**config.mk**
```make
export PLATFORM = sky130hd
export DESIGN_NAME = mcycle_cpu_top
export DESIGN_NICKNAME = d
export VERILOG_FILES = /design/src/common/cpu_pkg.sv /design/src/decode/inst_decoder.sv /design/src/hdl/alu.sv /design/src/hdl/cpu_fsm.sv /design/src/hdl/exec_unit.sv /design/src/hdl/mcycle_cpu_top.sv /design/src/hdl/pc_unit.sv /design/src/hdl/regfile.sv
export VERILOG_INCLUDE_DIRS = /design/src /design/src/common
export SDC_FILE = /design/constraint.sdc
export NUM_CORES = 2
export LEC_CHECK = 0
export BUFFER_PORTS_ARGS = -buffer_cell sky130_fd_sc_hd__buf_4
export CAP_MARGIN = 20
export CELL_PAD_IN_SITES_DETAIL_PLACEMENT = 0
export CELL_PAD_IN_SITES_GLOBAL_PLACEMENT = 1
export CORE_MARGIN = 2
export CORE_UTILIZATION = 35
export CTS_CLUSTER_DIAMETER = 150
export DETAILED_ROUTE_END_ITERATION = 8
export GPL_TIMING_DRIVEN = 0
export PLACE_DENSITY_LB_ADDON = 0.12
export SYNTH_ARGS = -nofsm -noshare
export SYNTH_HDL_FRONTEND = slang
export SYNTH_HIERARCHICAL = 1
export SYNTH_SLANG_ARGS = --single-unit
export TNS_END_PERCENT = 10
```
**constraint.sdc**
```tcl
create_clock -name clk -period 14.3 [get_ports clk]
set_clock_uncertainty 0.05 [all_clocks]
set_input_delay 0.715 -clock clk [delete_from_list [all_inputs] [get_ports clk]]
set_output_delay 0.715 -clock clk [all_outputs]
set_load 0.05 [all_outputs]
```
**src/common/cpu_defs.svh**
```systemverilog
`ifndef CPU_DEFS_SVH
`define CPU_DEFS_SVH

// Data and address width.
`define CPU_XLEN 32

// Architectural registers.
`define CPU_NREG 32

// First fetch address after reset.
`define CPU_RESET_PC 32'h1c00_0000

`endif

```
**src/common/cpu_pkg.sv**
```systemverilog
`default_nettype none

package cpu_pkg;

    // ****************************************
    // Sequencer states.
    // ****************************************
    typedef enum logic [2:0] {
        st_if,
        st_id,
        st_exe,
        st_mem,
        st_wb
    } cpu_state_e;

    // ****************************************
    // ALU operations.
    // ****************************************
    typedef enum logic [3:0] {
        alu_add,
        alu_sub,
        alu_slt,
        alu_sltu,
        alu_and,
        alu_nor,
        alu_or,
        alu_xor,
        alu_sll,
        alu_srl,
        alu_sra,
        alu_lui
    } alu_op_e;

    // Second operand immediate format.
    typedef enum logic [1:0] {
        imm_ui5,
        imm_si12,
        imm_si20,
        imm_four    // Link offset for bl and jirl.
    } imm_sel_e;

endpackage

`default_nettype wire

```
**src/decode/inst_decoder.sv**
```systemverilog
`timescale 1ns/1ps
`default_nettype none
`include "cpu_defs.svh"

module inst_decoder (
    input  wire [31:0]                 inst,
    output logic                       is_branch_only,
    output logic                       is_mem,
    output logic                       is_load,
    output logic                       is_store,
    output logic                       is_beq,
    output logic                       is_bne,
    output logic                       is_jirl,
    output logic                       is_bl,
    output cpu_pkg::alu_op_e           alu_op,
    output cpu_pkg::imm_sel_e          imm_sel,
    output logic                       src1_is_pc,
    output logic                       src2_is_imm,
    output logic                       gr_we,
    output logic [$clog2(`CPU_NREG)-1:0] rj,
    output logic [$clog2(`CPU_NREG)-1:0] rkd,
    output logic [$clog2(`CPU_NREG)-1:0] dest,
    output logic [`CPU_XLEN-1:0]       imm,
    output logic [`CPU_XLEN-1:0]       br_offs
);

    logic [5:0]  op_31_26;
    logic [3:0]  op_25_22;
    logic [1:0]  op_21_20;
    logic [4:0]  op_19_15;
    logic [4:0]  rd;
    logic [4:0]  rk;
    logic [11:0] i12;
    logic [19:0] i20;
    logic [15:0] i16;
    logic [25:0] i26;
    logic        is_3r;
    logic        is_sh;
    logic        inst_add_w;
    logic        inst_sub_w;
    logic        inst_slt;
    logic        inst_sltu;
    logic        inst_nor;
    logic        inst_and;
    logic        inst_or;
    logic        inst_xor;
    logic        inst_slli_w;
    logic        inst_srli_w;
    logic        inst_srai_w;
    logic        inst_addi_w;
    logic        inst_lu12i_w;
    logic        inst_b;

    assign op_31_26 = inst[31:26];
    assign op_25_22 = inst[25:22];
    assign op_21_20 = inst[21:20];
    assign op_19_15 = inst[19:15];
    assign rd       = inst[4:0];
    assign rk       = inst[14:10];
    assign rj       = inst[9:5];
    assign i12      = inst[21:10];
    assign i20      = inst[24:5];
    assign i16      = inst[25:10];
    assign i26      = {inst[9:0], inst[25:10]};

    // ****************************************
    // Opcode match.
    // ****************************************
    assign is_3r = (op_31_26 == 6'h00) && (op_25_22 == 4'h0) && (op_21_20 == 2'h1);
    assign is_sh = (op_31_26 == 6'h00) && (op_25_22 == 4'h1) && (op_21_20 == 2'h0);

    assign inst_add_w   = is_3r && (op_19_15 == 5'h00);
    assign inst_sub_w   = is_3r && (op_19_15 == 5'h02);
    assign inst_slt     = is_3r && (op_19_15 == 5'h04);
    assign inst_sltu    = is_3r && (op_19_15 == 5'h05);
    assign inst_nor     = is_3r && (op_19_15 == 5'h08);
    assign inst_and     = is_3r && (op_19_15 == 5'h09);
    assign inst_or      = is_3r && (op_19_15 == 5'h0a);
    assign inst_xor     = is_3r && (op_19_15 == 5'h0b);
    assign inst_slli_w  = is_sh && (op_19_15 == 5'h01);
    assign inst_srli_w  = is_sh && (op_19_15 == 5'h09);
    assign inst_srai_w  = is_sh && (op_19_15 == 5'h11);
    assign inst_addi_w  = (op_31_26 == 6'h00) && (op_25_22 == 4'ha);
    assign is_load      = (op_31_26 == 6'h0a) && (op_25_22 == 4'h2);
    assign is_store     = (op_31_26 == 6'h0a) && (op_25_22 == 4'h6);
    assign is_jirl      = (op_31_26 == 6'h13);
    assign inst_b       = (op_31_26 == 6'h14);
    assign is_bl        = (op_31_26 == 6'h15);
    assign is_beq       = (op_31_26 == 6'h16);
    assign is_bne       = (op_31_26 == 6'h17);
    assign inst_lu12i_w = (op_31_26 == 6'h05) && !inst[25];

    assign is_branch_only = inst_b | is_beq | is_bne;
    assign is_mem         = is_load | is_store;

    // Address, addi and link all fall through to add.
    assign alu_op = inst_sub_w   ? cpu_pkg::alu_sub  :
                    inst_slt     ? cpu_pkg::alu_slt  :
                    inst_sltu    ? cpu_pkg::alu_sltu :
                    inst_and     ? cpu_pkg::alu_and  :
                    inst_nor     ? cpu_pkg::alu_nor  :
                    inst_or      ? cpu_pkg::alu_or   :
                    inst_xor     ? cpu_pkg::alu_xor  :
                    inst_slli_w  ? cpu_pkg::alu_sll  :
                    inst_srli_w  ? cpu_pkg::alu_srl  :
                    inst_srai_w  ? cpu_pkg::alu_sra  :
                    inst_lu12i_w ? cpu_pkg::alu_lui  :
                                   cpu_pkg::alu_add;

    assign imm_sel = (inst_slli_w | inst_srli_w | inst_srai_w) ? cpu_pkg::imm_ui5  :
                     inst_lu12i_w                              ? cpu_pkg::imm_si20 :
                     (is_jirl | is_bl)                         ? cpu_pkg::imm_four :
                                                                 cpu_pkg::imm_si12;

    assign src1_is_pc  = is_jirl | is_bl;
    assign src2_is_imm = inst_slli_w | inst_srli_w | inst_srai_w | inst_addi_w
                       | is_load | is_store | inst_lu12i_w | is_jirl | is_bl;
    assign gr_we = inst_add_w | inst_sub_w | inst_slt | inst_sltu | inst_nor | inst_and
                 | inst_or | inst_xor | inst_slli_w | inst_srli_w | inst_srai_w
                 | inst_addi_w | inst_lu12i_w | is_load | is_jirl | is_bl;

    assign rkd  = (is_beq | is_bne | is_store) ? rd : rk;
    assign dest = is_bl ? 5'd1 : rd; // bl links through r1.

    // ****************************************
    // Immediates.
    // ****************************************
    always_comb begin
        case (imm_sel)
            cpu_pkg::imm_ui5:  imm = {27'b0, rk};
            cpu_pkg::imm_si20: imm = {i20, 12'b0};
            default:           imm = {{20{i12[11]}}, i12};
        endcase
    end

    assign br_offs = (inst_b | is_bl) ? {{4{i26[25]}}, i26, 2'b0}
                                      : {{14{i16[15]}}, i16, 2'b0};

endmodule

`default_nettype wire

```
**src/hdl/alu.sv**
```systemverilog
`timescale 1ns/1ps
`default_nettype none
`include "cpu_defs.svh"

module alu (
    input  wire cpu_pkg::alu_op_e    op,
    input  wire [`CPU_XLEN-1:0]      src1,
    input  wire [`CPU_XLEN-1:0]      src2,
    output logic [`CPU_XLEN-1:0]     result
);

    logic [4:0] shamt;
    logic       lt_s;
    logic       lt_u;

    assign shamt = src2[4:0];
    assign lt_s  = $signed(src1) < $signed(src2);
    assign lt_u  = src1 < src2;

    always_comb begin
        case (op)
            cpu_pkg::alu_add:  result = src1 + src2;
            cpu_pkg::alu_sub:  result = src1 - src2;
            cpu_pkg::alu_slt:  result = {{(`CPU_XLEN-1){1'b0}}, lt_s};
            cpu_pkg::alu_sltu: result = {{(`CPU_XLEN-1){1'b0}}, lt_u};
            cpu_pkg::alu_and:  result = src1 & src2;
            cpu_pkg::alu_nor:  result = ~(src1 | src2);
            cpu_pkg::alu_or:   result = src1 | src2;
            cpu_pkg::alu_xor:  result = src1 ^ src2;
            cpu_pkg::alu_sll:  result = src1 << shamt;
            cpu_pkg::alu_srl:  result = src1 >> shamt;
            cpu_pkg::alu_sra:  result = $signed(src1) >>> shamt;
            cpu_pkg::alu_lui:  result = src2;   // Immediate already shifted up.
            default:           result = '0;
        endcase
    end

endmodule

`default_nettype wire

```
**src/hdl/cpu_fsm.sv**
```systemverilog
`timescale 1ns/1ps
`default_nettype none

module cpu_fsm (
    input  wire                 clk,
    input  wire                 reset,
    input  wire                 is_branch_only,
    input  wire                 is_mem,
    input  wire                 is_load,
    output cpu_pkg::cpu_state_e state
);

    cpu_pkg::cpu_state_e next_state;

    always_ff @(posedge clk) begin
        if (reset) begin
            state <= cpu_pkg::st_if;
        end else begin
            state <= next_state;
        end
    end

    // ID uses live decode, later states the latched class.
    always_comb begin
        case (state)
            cpu_pkg::st_if: begin
                next_state = cpu_pkg::st_id;
            end
            cpu_pkg::st_id: begin
                next_state = is_branch_only ? cpu_pkg::st_if : cpu_pkg::st_exe;
            end
            cpu_pkg::st_exe: begin
                next_state = is_mem ? cpu_pkg::st_mem : cpu_pkg::st_wb;
            end
            cpu_pkg::st_mem: begin
                next_state = is_load ? cpu_pkg::st_wb : cpu_pkg::st_if; // Store ends here.
            end
            default: begin
                next_state = cpu_pkg::st_if;
            end
        endcase
    end

endmodule

`default_nettype wire

```
**src/hdl/exec_unit.sv**
```systemverilog
`timescale 1ns/1ps
`default_nettype none
`include "cpu_defs.svh"

module exec_unit (
    input  wire                          clk,
    input  wire                          reset,
    input  wire cpu_pkg::cpu_state_e     state,
    input  wire [`CPU_XLEN-1:0]          pc,
    input  wire                          is_branch_only,
    input  wire                          is_mem,
    input  wire                          is_load,
    input  wire                          is_store,
    input  wire                          is_beq,
    input  wire                          is_bne,
    input  wire                          is_jirl,
    input  wire                          is_bl,
    input  wire cpu_pkg::alu_op_e        alu_op,
    input  wire cpu_pkg::imm_sel_e       imm_sel,
    input  wire                          src1_is_pc,
    input  wire                          src2_is_imm,
    input  wire                          gr_we,
    input  wire [$clog2(`CPU_NREG)-1:0]  dest,
    input  wire [`CPU_XLEN-1:0]          imm,
    input  wire [`CPU_XLEN-1:0]          br_offs,
    input  wire [`CPU_XLEN-1:0]          rdata1,
    input  wire [`CPU_XLEN-1:0]          rdata2,
    input  wire [`CPU_XLEN-1:0]          data_sram_rdata,
    output logic                         branch_taken,
    output logic [`CPU_XLEN-1:0]         branch_target,
    output logic                         data_sram_we,
    output logic [`CPU_XLEN-1:0]         data_sram_addr,
    output logic [`CPU_XLEN-1:0]         data_sram_wdata,
    output logic                         rf_we,
    output logic [$clog2(`CPU_NREG)-1:0] wb_dest,
    output logic [`CPU_XLEN-1:0]         wb_data,
    output logic [`CPU_XLEN-1:0]         wb_pc,
    output logic                         ex_is_mem,
    output logic                         ex_is_load
);

    logic [`CPU_XLEN-1:0] src1_q;
    logic [`CPU_XLEN-1:0] src2_q;
    logic [`CPU_XLEN-1:0] store_data_q;
    logic [`CPU_XLEN-1:0] src2_imm;
    logic [`CPU_XLEN-1:0] alu_result;
    cpu_pkg::alu_op_e     alu_op_q;
    logic                 is_store_q;
    logic                 gr_we_q;
    logic                 rj_eq_rkd;
    logic                 result_en;

    // ****************************************
    // Branch resolution in ID.
    // ****************************************
    assign rj_eq_rkd     = (rdata1 == rdata2);
    assign branch_taken  = (is_beq & rj_eq_rkd) | (is_bne & ~rj_eq_rkd)
                         | (is_branch_only & ~is_beq & ~is_bne) | is_bl | is_jirl;
    assign branch_target = (is_jirl ? rdata1 : pc) + br_offs;

    assign src2_imm = (imm_sel == cpu_pkg::imm_four) ? `CPU_XLEN'(4) : imm;

    always_ff @(posedge clk) begin
        if (reset) begin
            ex_is_mem  <= 1'b0;
            ex_is_load <= 1'b0;
            is_store_q <= 1'b0;
            gr_we_q    <= 1'b0;
        end else if (state == cpu_pkg::st_id) begin
            ex_is_mem  <= is_mem;
            ex_is_load <= is_load;
            is_store_q <= is_store;
            gr_we_q    <= gr_we;
        end
    end

    // Operands and write-back tags.
    always_ff @(posedge clk) begin
        if (state == cpu_pkg::st_id) begin
            src1_q       <= src1_is_pc ? pc : rdata1;
            src2_q       <= src2_is_imm ? src2_imm : rdata2;
            store_data_q <= rdata2;    // rd value for st.w.
            alu_op_q     <= alu_op;
            wb_dest      <= dest;
            wb_pc        <= pc;
        end
    end

    alu u_alu (
        .op     (alu_op_q),
        .src1   (src1_q),
        .src2   (src2_q),
        .result (alu_result)
    );

    // ****************************************
    // Memory and result.
    // ****************************************
    assign data_sram_we    = (state == cpu_pkg::st_exe) & is_store_q;
    assign data_sram_addr  = alu_result;
    assign data_sram_wdata = store_data_q;

    assign result_en = ex_is_load ? (state == cpu_pkg::st_mem) : (state == cpu_pkg::st_exe);

    always_ff @(posedge clk) begin
        if (result_en) begin
            wb_data <= ex_is_load ? data_sram_rdata : alu_result;
        end
    end

    assign rf_we = (state == cpu_pkg::st_wb) & gr_we_q;

endmodule

`default_nettype wire

```
**src/hdl/mcycle_cpu_top.sv**
```systemverilog
`timescale 1ns/1ps
`default_nettype none
`include "cpu_defs.svh"

module mcycle_cpu_top (
    input  wire                          clk,
    input  wire                          reset,
    output logic [`CPU_XLEN-1:0]         inst_sram_addr,
    input  wire [`CPU_XLEN-1:0]          inst_sram_rdata,
    output logic                         data_sram_we,
    output logic [`CPU_XLEN-1:0]         data_sram_addr,
    output logic [`CPU_XLEN-1:0]         data_sram_wdata,
    input  wire [`CPU_XLEN-1:0]          data_sram_rdata,
    output logic [`CPU_XLEN-1:0]         debug_wb_pc,
    output logic                         debug_wb_rf_we,
    output logic [$clog2(`CPU_NREG)-1:0] debug_wb_rf_wnum,
    output logic [`CPU_XLEN-1:0]         debug_wb_rf_wdata
);

    localparam int RW = $clog2(`CPU_NREG);

    cpu_pkg::cpu_state_e  state;
    cpu_pkg::alu_op_e     alu_op;
    cpu_pkg::imm_sel_e    imm_sel;
    logic [`CPU_XLEN-1:0] pc;
    logic [`CPU_XLEN-1:0] branch_target;
    logic [`CPU_XLEN-1:0] imm;
    logic [`CPU_XLEN-1:0] br_offs;
    logic [`CPU_XLEN-1:0] rdata1;
    logic [`CPU_XLEN-1:0] rdata2;
    logic [RW-1:0]        rj;
    logic [RW-1:0]        rkd;
    logic [RW-1:0]        dest;
    logic                 branch_taken;
    logic                 is_branch_only;
    logic                 is_mem;
    logic                 is_load;
    logic                 is_store;
    logic                 is_beq;
    logic                 is_bne;
    logic                 is_jirl;
    logic                 is_bl;
    logic                 src1_is_pc;
    logic                 src2_is_imm;
    logic                 gr_we;
    logic                 ex_is_mem;
    logic                 ex_is_load;

    assign inst_sram_addr = pc;

    cpu_fsm u_fsm (
        .clk            (clk),
        .reset          (reset),
        .is_branch_only (is_branch_only),
        .is_mem         (ex_is_mem),
        .is_load        (ex_is_load),
        .state          (state)
    );

    pc_unit u_pc (
        .clk           (clk),
        .reset         (reset),
        .state         (state),
        .branch_taken  (branch_taken),
        .branch_target (branch_target),
        .pc            (pc)
    );

    inst_decoder u_dec (
        .inst           (inst_sram_rdata),
        .is_branch_only (is_branch_only),
        .is_mem         (is_mem),
        .is_load        (is_load),
        .is_store       (is_store),
        .is_beq         (is_beq),
        .is_bne         (is_bne),
        .is_jirl        (is_jirl),
        .is_bl          (is_bl),
        .alu_op         (alu_op),
        .imm_sel        (imm_sel),
        .src1_is_pc     (src1_is_pc),
        .src2_is_imm    (src2_is_imm),
        .gr_we          (gr_we),
        .rj             (rj),
        .rkd            (rkd),
        .dest           (dest),
        .imm            (imm),
        .br_offs        (br_offs)
    );

    regfile u_rf (
        .clk    (clk),
        .raddr1 (rj),
        .rdata1 (rdata1),
        .raddr2 (rkd),
        .rdata2 (rdata2),
        .we     (debug_wb_rf_we),
        .waddr  (debug_wb_rf_wnum),
        .wdata  (debug_wb_rf_wdata)
    );

    // Write-back side doubles as the trace port.
    exec_unit u_exec (
        .clk             (clk),
        .reset           (reset),
        .state           (state),
        .pc              (pc),
        .is_branch_only  (is_branch_only),
        .is_mem          (is_mem),
        .is_load         (is_load),
        .is_store        (is_store),
        .is_beq          (is_beq),
        .is_bne          (is_bne),
        .is_jirl         (is_jirl),
        .is_bl           (is_bl),
        .alu_op          (alu_op),
        .imm_sel         (imm_sel),
        .src1_is_pc      (src1_is_pc),
        .src2_is_imm     (src2_is_imm),
        .gr_we           (gr_we),
        .dest            (dest),
        .imm             (imm),
        .br_offs         (br_offs),
        .rdata1          (rdata1),
        .rdata2          (rdata2),
        .data_sram_rdata (data_sram_rdata),
        .branch_taken    (branch_taken),
        .branch_target   (branch_target),
        .data_sram_we    (data_sram_we),
        .data_sram_addr  (data_sram_addr),
        .data_sram_wdata (data_sram_wdata),
        .rf_we           (debug_wb_rf_we),
        .wb_dest         (debug_wb_rf_wnum),
        .wb_data         (debug_wb_rf_wdata),
        .wb_pc           (debug_wb_pc),
        .ex_is_mem       (ex_is_mem),
        .ex_is_load      (ex_is_load)
    );

endmodule

`default_nettype wire

```
**src/hdl/pc_unit.sv**
```systemverilog
`timescale 1ns/1ps
`default_nettype none
`include "cpu_defs.svh"

module pc_unit (
    input  wire                      clk,
    input  wire                      reset,
    input  wire cpu_pkg::cpu_state_e state,
    input  wire                      branch_taken,
    input  wire [`CPU_XLEN-1:0]      branch_target,
    output logic [`CPU_XLEN-1:0]     pc
);

    logic [`CPU_XLEN-1:0] seq_pc;

    assign seq_pc = pc + `CPU_XLEN'(4);

    // Next fetch address is settled at the end of ID.
    always_ff @(posedge clk) begin
        if (reset) begin
            pc <= `CPU_RESET_PC;
        end else if (state == cpu_pkg::st_id) begin
            pc <= branch_taken ? branch_target : seq_pc;
        end
    end

endmodule

`default_nettype wire

```
**src/hdl/regfile.sv**
```systemverilog
`timescale 1ns/1ps
`default_nettype none
`include "cpu_defs.svh"

module regfile (
    input  wire                          clk,
    input  wire [$clog2(`CPU_NREG)-1:0]  raddr1,
    output logic [`CPU_XLEN-1:0]         rdata1,
    input  wire [$clog2(`CPU_NREG)-1:0]  raddr2,
    output logic [`CPU_XLEN-1:0]         rdata2,
    input  wire                          we,
    input  wire [$clog2(`CPU_NREG)-1:0]  waddr,
    input  wire [`CPU_XLEN-1:0]          wdata
);

    logic [`CPU_XLEN-1:0] regs [`CPU_NREG];

    always_ff @(posedge clk) begin
        if (we) begin
            regs[waddr] <= wdata;
        end
    end

    // r0 reads as zero whatever was written.
    assign rdata1 = (raddr1 == '0) ? '0 : regs[raddr1];
    assign rdata2 = (raddr2 == '0) ? '0 : regs[raddr2];

endmodule

`default_nettype wire

```
==> summary.txt <==
Floorplan
  – Chip height: approximately 450 µm
  – Die width: between 400 and 500 µm
  – Site row count: about 160
  – I/O Pins: about 230
  – Die area: 199,200 µm²
  – Starting Density: 35.19%
  – Core region area: approximately 200,000 µm²

Setup path
  – CP required: 14,940 ps
  – Crit start category: input port
  – Worst Path Buf+Inv: 8
  – Largest fanout on the critical path: 10
  – Slowest-stage cell, CP: nor3_1
  – Worst-path cell chain: buf_4 > nor2b_1 > nand3_1 > o21ai_1 > mux2_2 > buf_2 > buf_2 > nor2b_1 > clkbuf_1 > clkbuf_1 > a211oi_1 > nor3_1 > xor2_1 > nor4_1 > nand4_1 > nor2_1 > mux2i_1 > nand2_1 > clkbuf_1 > clkbuf_1 > clkbuf_1 > nand2_1 > o21bai_1 > nor3b_1
  – CP max stage delay: ~950 ps
  – Worst Reg-to-Reg Cells: 16
  – CP arrival: approximately 9500 ps
  – Most used cell, CP: clkbuf_1
  – Crit path depth: 24
  – Crit path max-delay family: buffers and inverters
  – Critical path type: in -> reg
  – Critical Path Sink Type: flop

Timing
  – Setup violations, final: 0
  – Slew HR: ~17%
  – Final Hold Viols: 0
  – FMAX: 112.8 MHz
  – Post-route minimum period: between 8000 and 9000 ps
  – Slew Limit Fails: 0
  – Tcrit/Tclk final: approximately three fifths
  – RSZ-0062 raised after global routing: no
  – Final WS setup: between 5000 and 6000 ps
  – Pin slew with the least headroom to its limit: between 1000 and 1500 ps
  – Hold_ws: approximately 140 ps

Synthesis
  – Synth top area share: a little over half
  – Mapped cell area: about 68,000 µm²
  – Cell with the most instances after synthesis: edfxtp_1
  – Largest area contributor in the netlist: edfxtp_1
  – Syn Inst Count: just under 5,000
  – Seq/Total Area, Yosys: ~53%
  – Async SR Flop Fraction: 0%
  – Cell variety after synth: 117
  – Yosys warnings: 6
  – Post-synth top cells: 1,193 x edfxtp_1, 477 x mux4_2, 261 x nand2_1
  – Yosys reg bits: about 1,200
  – Top_reg_cell synth: edfxtp_1
  – Top post-synthesis cells by area: edfxtp_1 52%, mux4_2 16%, mux2i_1 3.3%, ha_1 2.4%, mux2_2 1.9%
  – Post-Syn Area per Cell: 14.11 µm²
  – Post-synth EDFFs: between 1,000 and 1,500

Global route
  – Largest net degree at the start of global routing: 34
  – Initial antenna violation count: 16
  – Grt ovf: 0
  – Global-route wire length before repair: between 400,000 and 500,000 µm
  – Number of global-route vias before repair: ~50,000
  – GRT Total Usage: 31.54%

CTS
  – CTS Buf Count: 145
  – Clock Tree Root: clkbuf_16
  – Post-CTS Resized: 0
  – H-tree levels: 4
  – Post-CTS setup buffers: 0
  – CTS tree: done
  – Clk buf depth: 3
  – Clk slew on worst S/H paths: roughly 60 ps
  – Clock sinks: 1,232
  – CTS Hold Bufs: 0
  – Clock latency on the worst-skew pair: about 810 ps

Route
  – WL final: 319,500 µm
  – Wire per inst: 39.73 µm
  – # DRC: 0
  – Via/cell ratio: 6.340
  – Vias: ~51,000
  – Post-route ant nets: 0
  – TritonRoute pass-1 iters: 9
  – Initial DRC count: 6,580

Placement
  – DP Area: roughly 76,000 µm²
  – IO Port Bufs: 230
  – Post-Place Worst Slack: roughly 4700 ps
  – HPWL Detailed: 240,600 µm
  – Gpl congestion: 1.014

Worst hold path
  – Hold Path Stages: 2
  – Hold/Removal Path Class: in -> reg

Power
  – Leakage: 27.80 nW
  – Max VDD drop: a little over 100 µV
  – Pwr Total: between 10 and 15 mW
  – Power density over the cells: between 100 and 150 nW/µm²

Run
  – Max-Cap Viols: 0

Layout
  – Design Area, Final: just over 80,000 µm²
  – Layout Utilization: approximately two fifths
  – Share of layout cells above drive strength 1: between 20% and 30%
  – Synth-to-Final Area Change: 18.28%
  – Nets: 5,570

Outcome
  – Status: finished clean
## cell type report
type	count	area, µm²
antenna	17	42.54
buffer	393	1929
clock buffer	179	3862
clock inverter	82	819.5
fill	18030	113600
inverter	172	645.6
multi-input combinational	3057	29820
sequential	1232	36610
tap	2542	3181
timing repair buffer	369	4099
## flip-flops by register name, summed over array words and instances, names as in the netlist
register / cells
u_rf/regs: 1024
u_exec/data_sram_wdata: 32
u_exec/src1_q: 32
u_exec/src2_q: 32
u_exec/wb_data: 32
u_exec/wb_pc: 32
u_pc/pc: 32
u_exec/wb_dest: 5
u_exec/alu_op_q: 4
u_fsm/state: 3
u_exec/ex_is_load: 1
u_exec/ex_is_mem: 1
u_exec/gr_we_q: 1
u_exec/is_store_q: 1
## metrics by stage
step | instances | TNS (ps)
after floorplan | 4854 | 0
after global placement | 7626 | -466730
after detailed placement | 7763 | 0
after CTS | 8024 | 0
after global routing | 8028 | 0
final | 8043 | 0
## worst reg2reg max path: cells and delay by family, from the launching register on
kind | cells | cell delay [ps]
buf+inv | 5 | 2080
simple gates | 3 | 1040
flops | 1 | 650
fa+ha+maj | 1 | 480
compound gates | 6 | 2240
mux | 1 | 320
## metal layers
| metal | share of wire [%] | track usage, % | vias up | wire, µm |
|---|---|---|---|---|
| li1 | - | - | 20830 | - |
| met5 | 0.052 | 0.4151 | - | 166 |
| met4 | 6.8 | 18.25 | 10 | 21870 |
| met1 | 38 | 38.76 | 26670 | 120100 |
| met2 | 47 | 51.16 | 2816 | 150400 |
| met3 | 8.4 | 6.898 | 664 | 26970 |
## worst paths after layout
| kind | start | endpoint | slack, ps |
|---|---|---|---|
| worst max-delay path | inst_sram_rdata[23] | u_pc/pc[13] | 5440 |
| worst min-delay path | reset | u_exec/gr_we_q | 140 |
| worst min register to register | u_exec/is_store_q | u_exec/is_store_q | 440 |
| worst max register to register | u_exec/src2_q[2] | u_exec/wb_data[31] | 7310 |
## power breakdown
group	internal, mW	switching, mW	leakage [nW]	total (mW)
clock network	2.11	1.56	2.28	3.67
logic	0.715	1.51	14.4	2.23
registers	4.05	0.147	11.1	4.19
total	6.87	3.22	27.8	10.1
## layout by cell type (no fill, tap or decap), types with 25 or more instances in the layout
cell,count
nor4_1,44
xor2_1,44
buf_16,41
a222oi_1,26
mux2i_1,225
buf_1,25
o221ai_1,40
nor2_1,215
a221oi_1,37
mux4_2,477
a211oi_1,75
clkinv_1,28
and2_1,29
buf_4,294
inv_1,170
a21o_1,55
nor2_4,32
nand3_1,58
mux2_2,114
nor3_2,25
nand4_1,37
a22o_1,68
nand2_1,261
dfxtp_1,39
edfxtp_1,1193
buf_12,30
a211o_1,31
o22ai_1,77
nor2b_1,33
buf_6,48
ha_1,131
buf_2,100
clkinv_2,27
nor3_1,64
clkbuf_16,150
clkbuf_1,240
o21ai_0,172
a21oi_1,209
## kinds of logic after synthesis
logic type / count (synthesis) / share of synthesized area [%]
AOI/OAI and AO/OA: 1074 / 11.18
xor gates and xnor gates: 64 / 0.8185
adders and majority gates: 134 / 2.481
buffers and inverters: 565 / 3.760
DFF: 1232 / 53.45
muxes: 843 / 21.47
other: 1 / 0.005476
and+or+nand+nor: 940 / 6.833
Power figures use the tool's default switching activity.
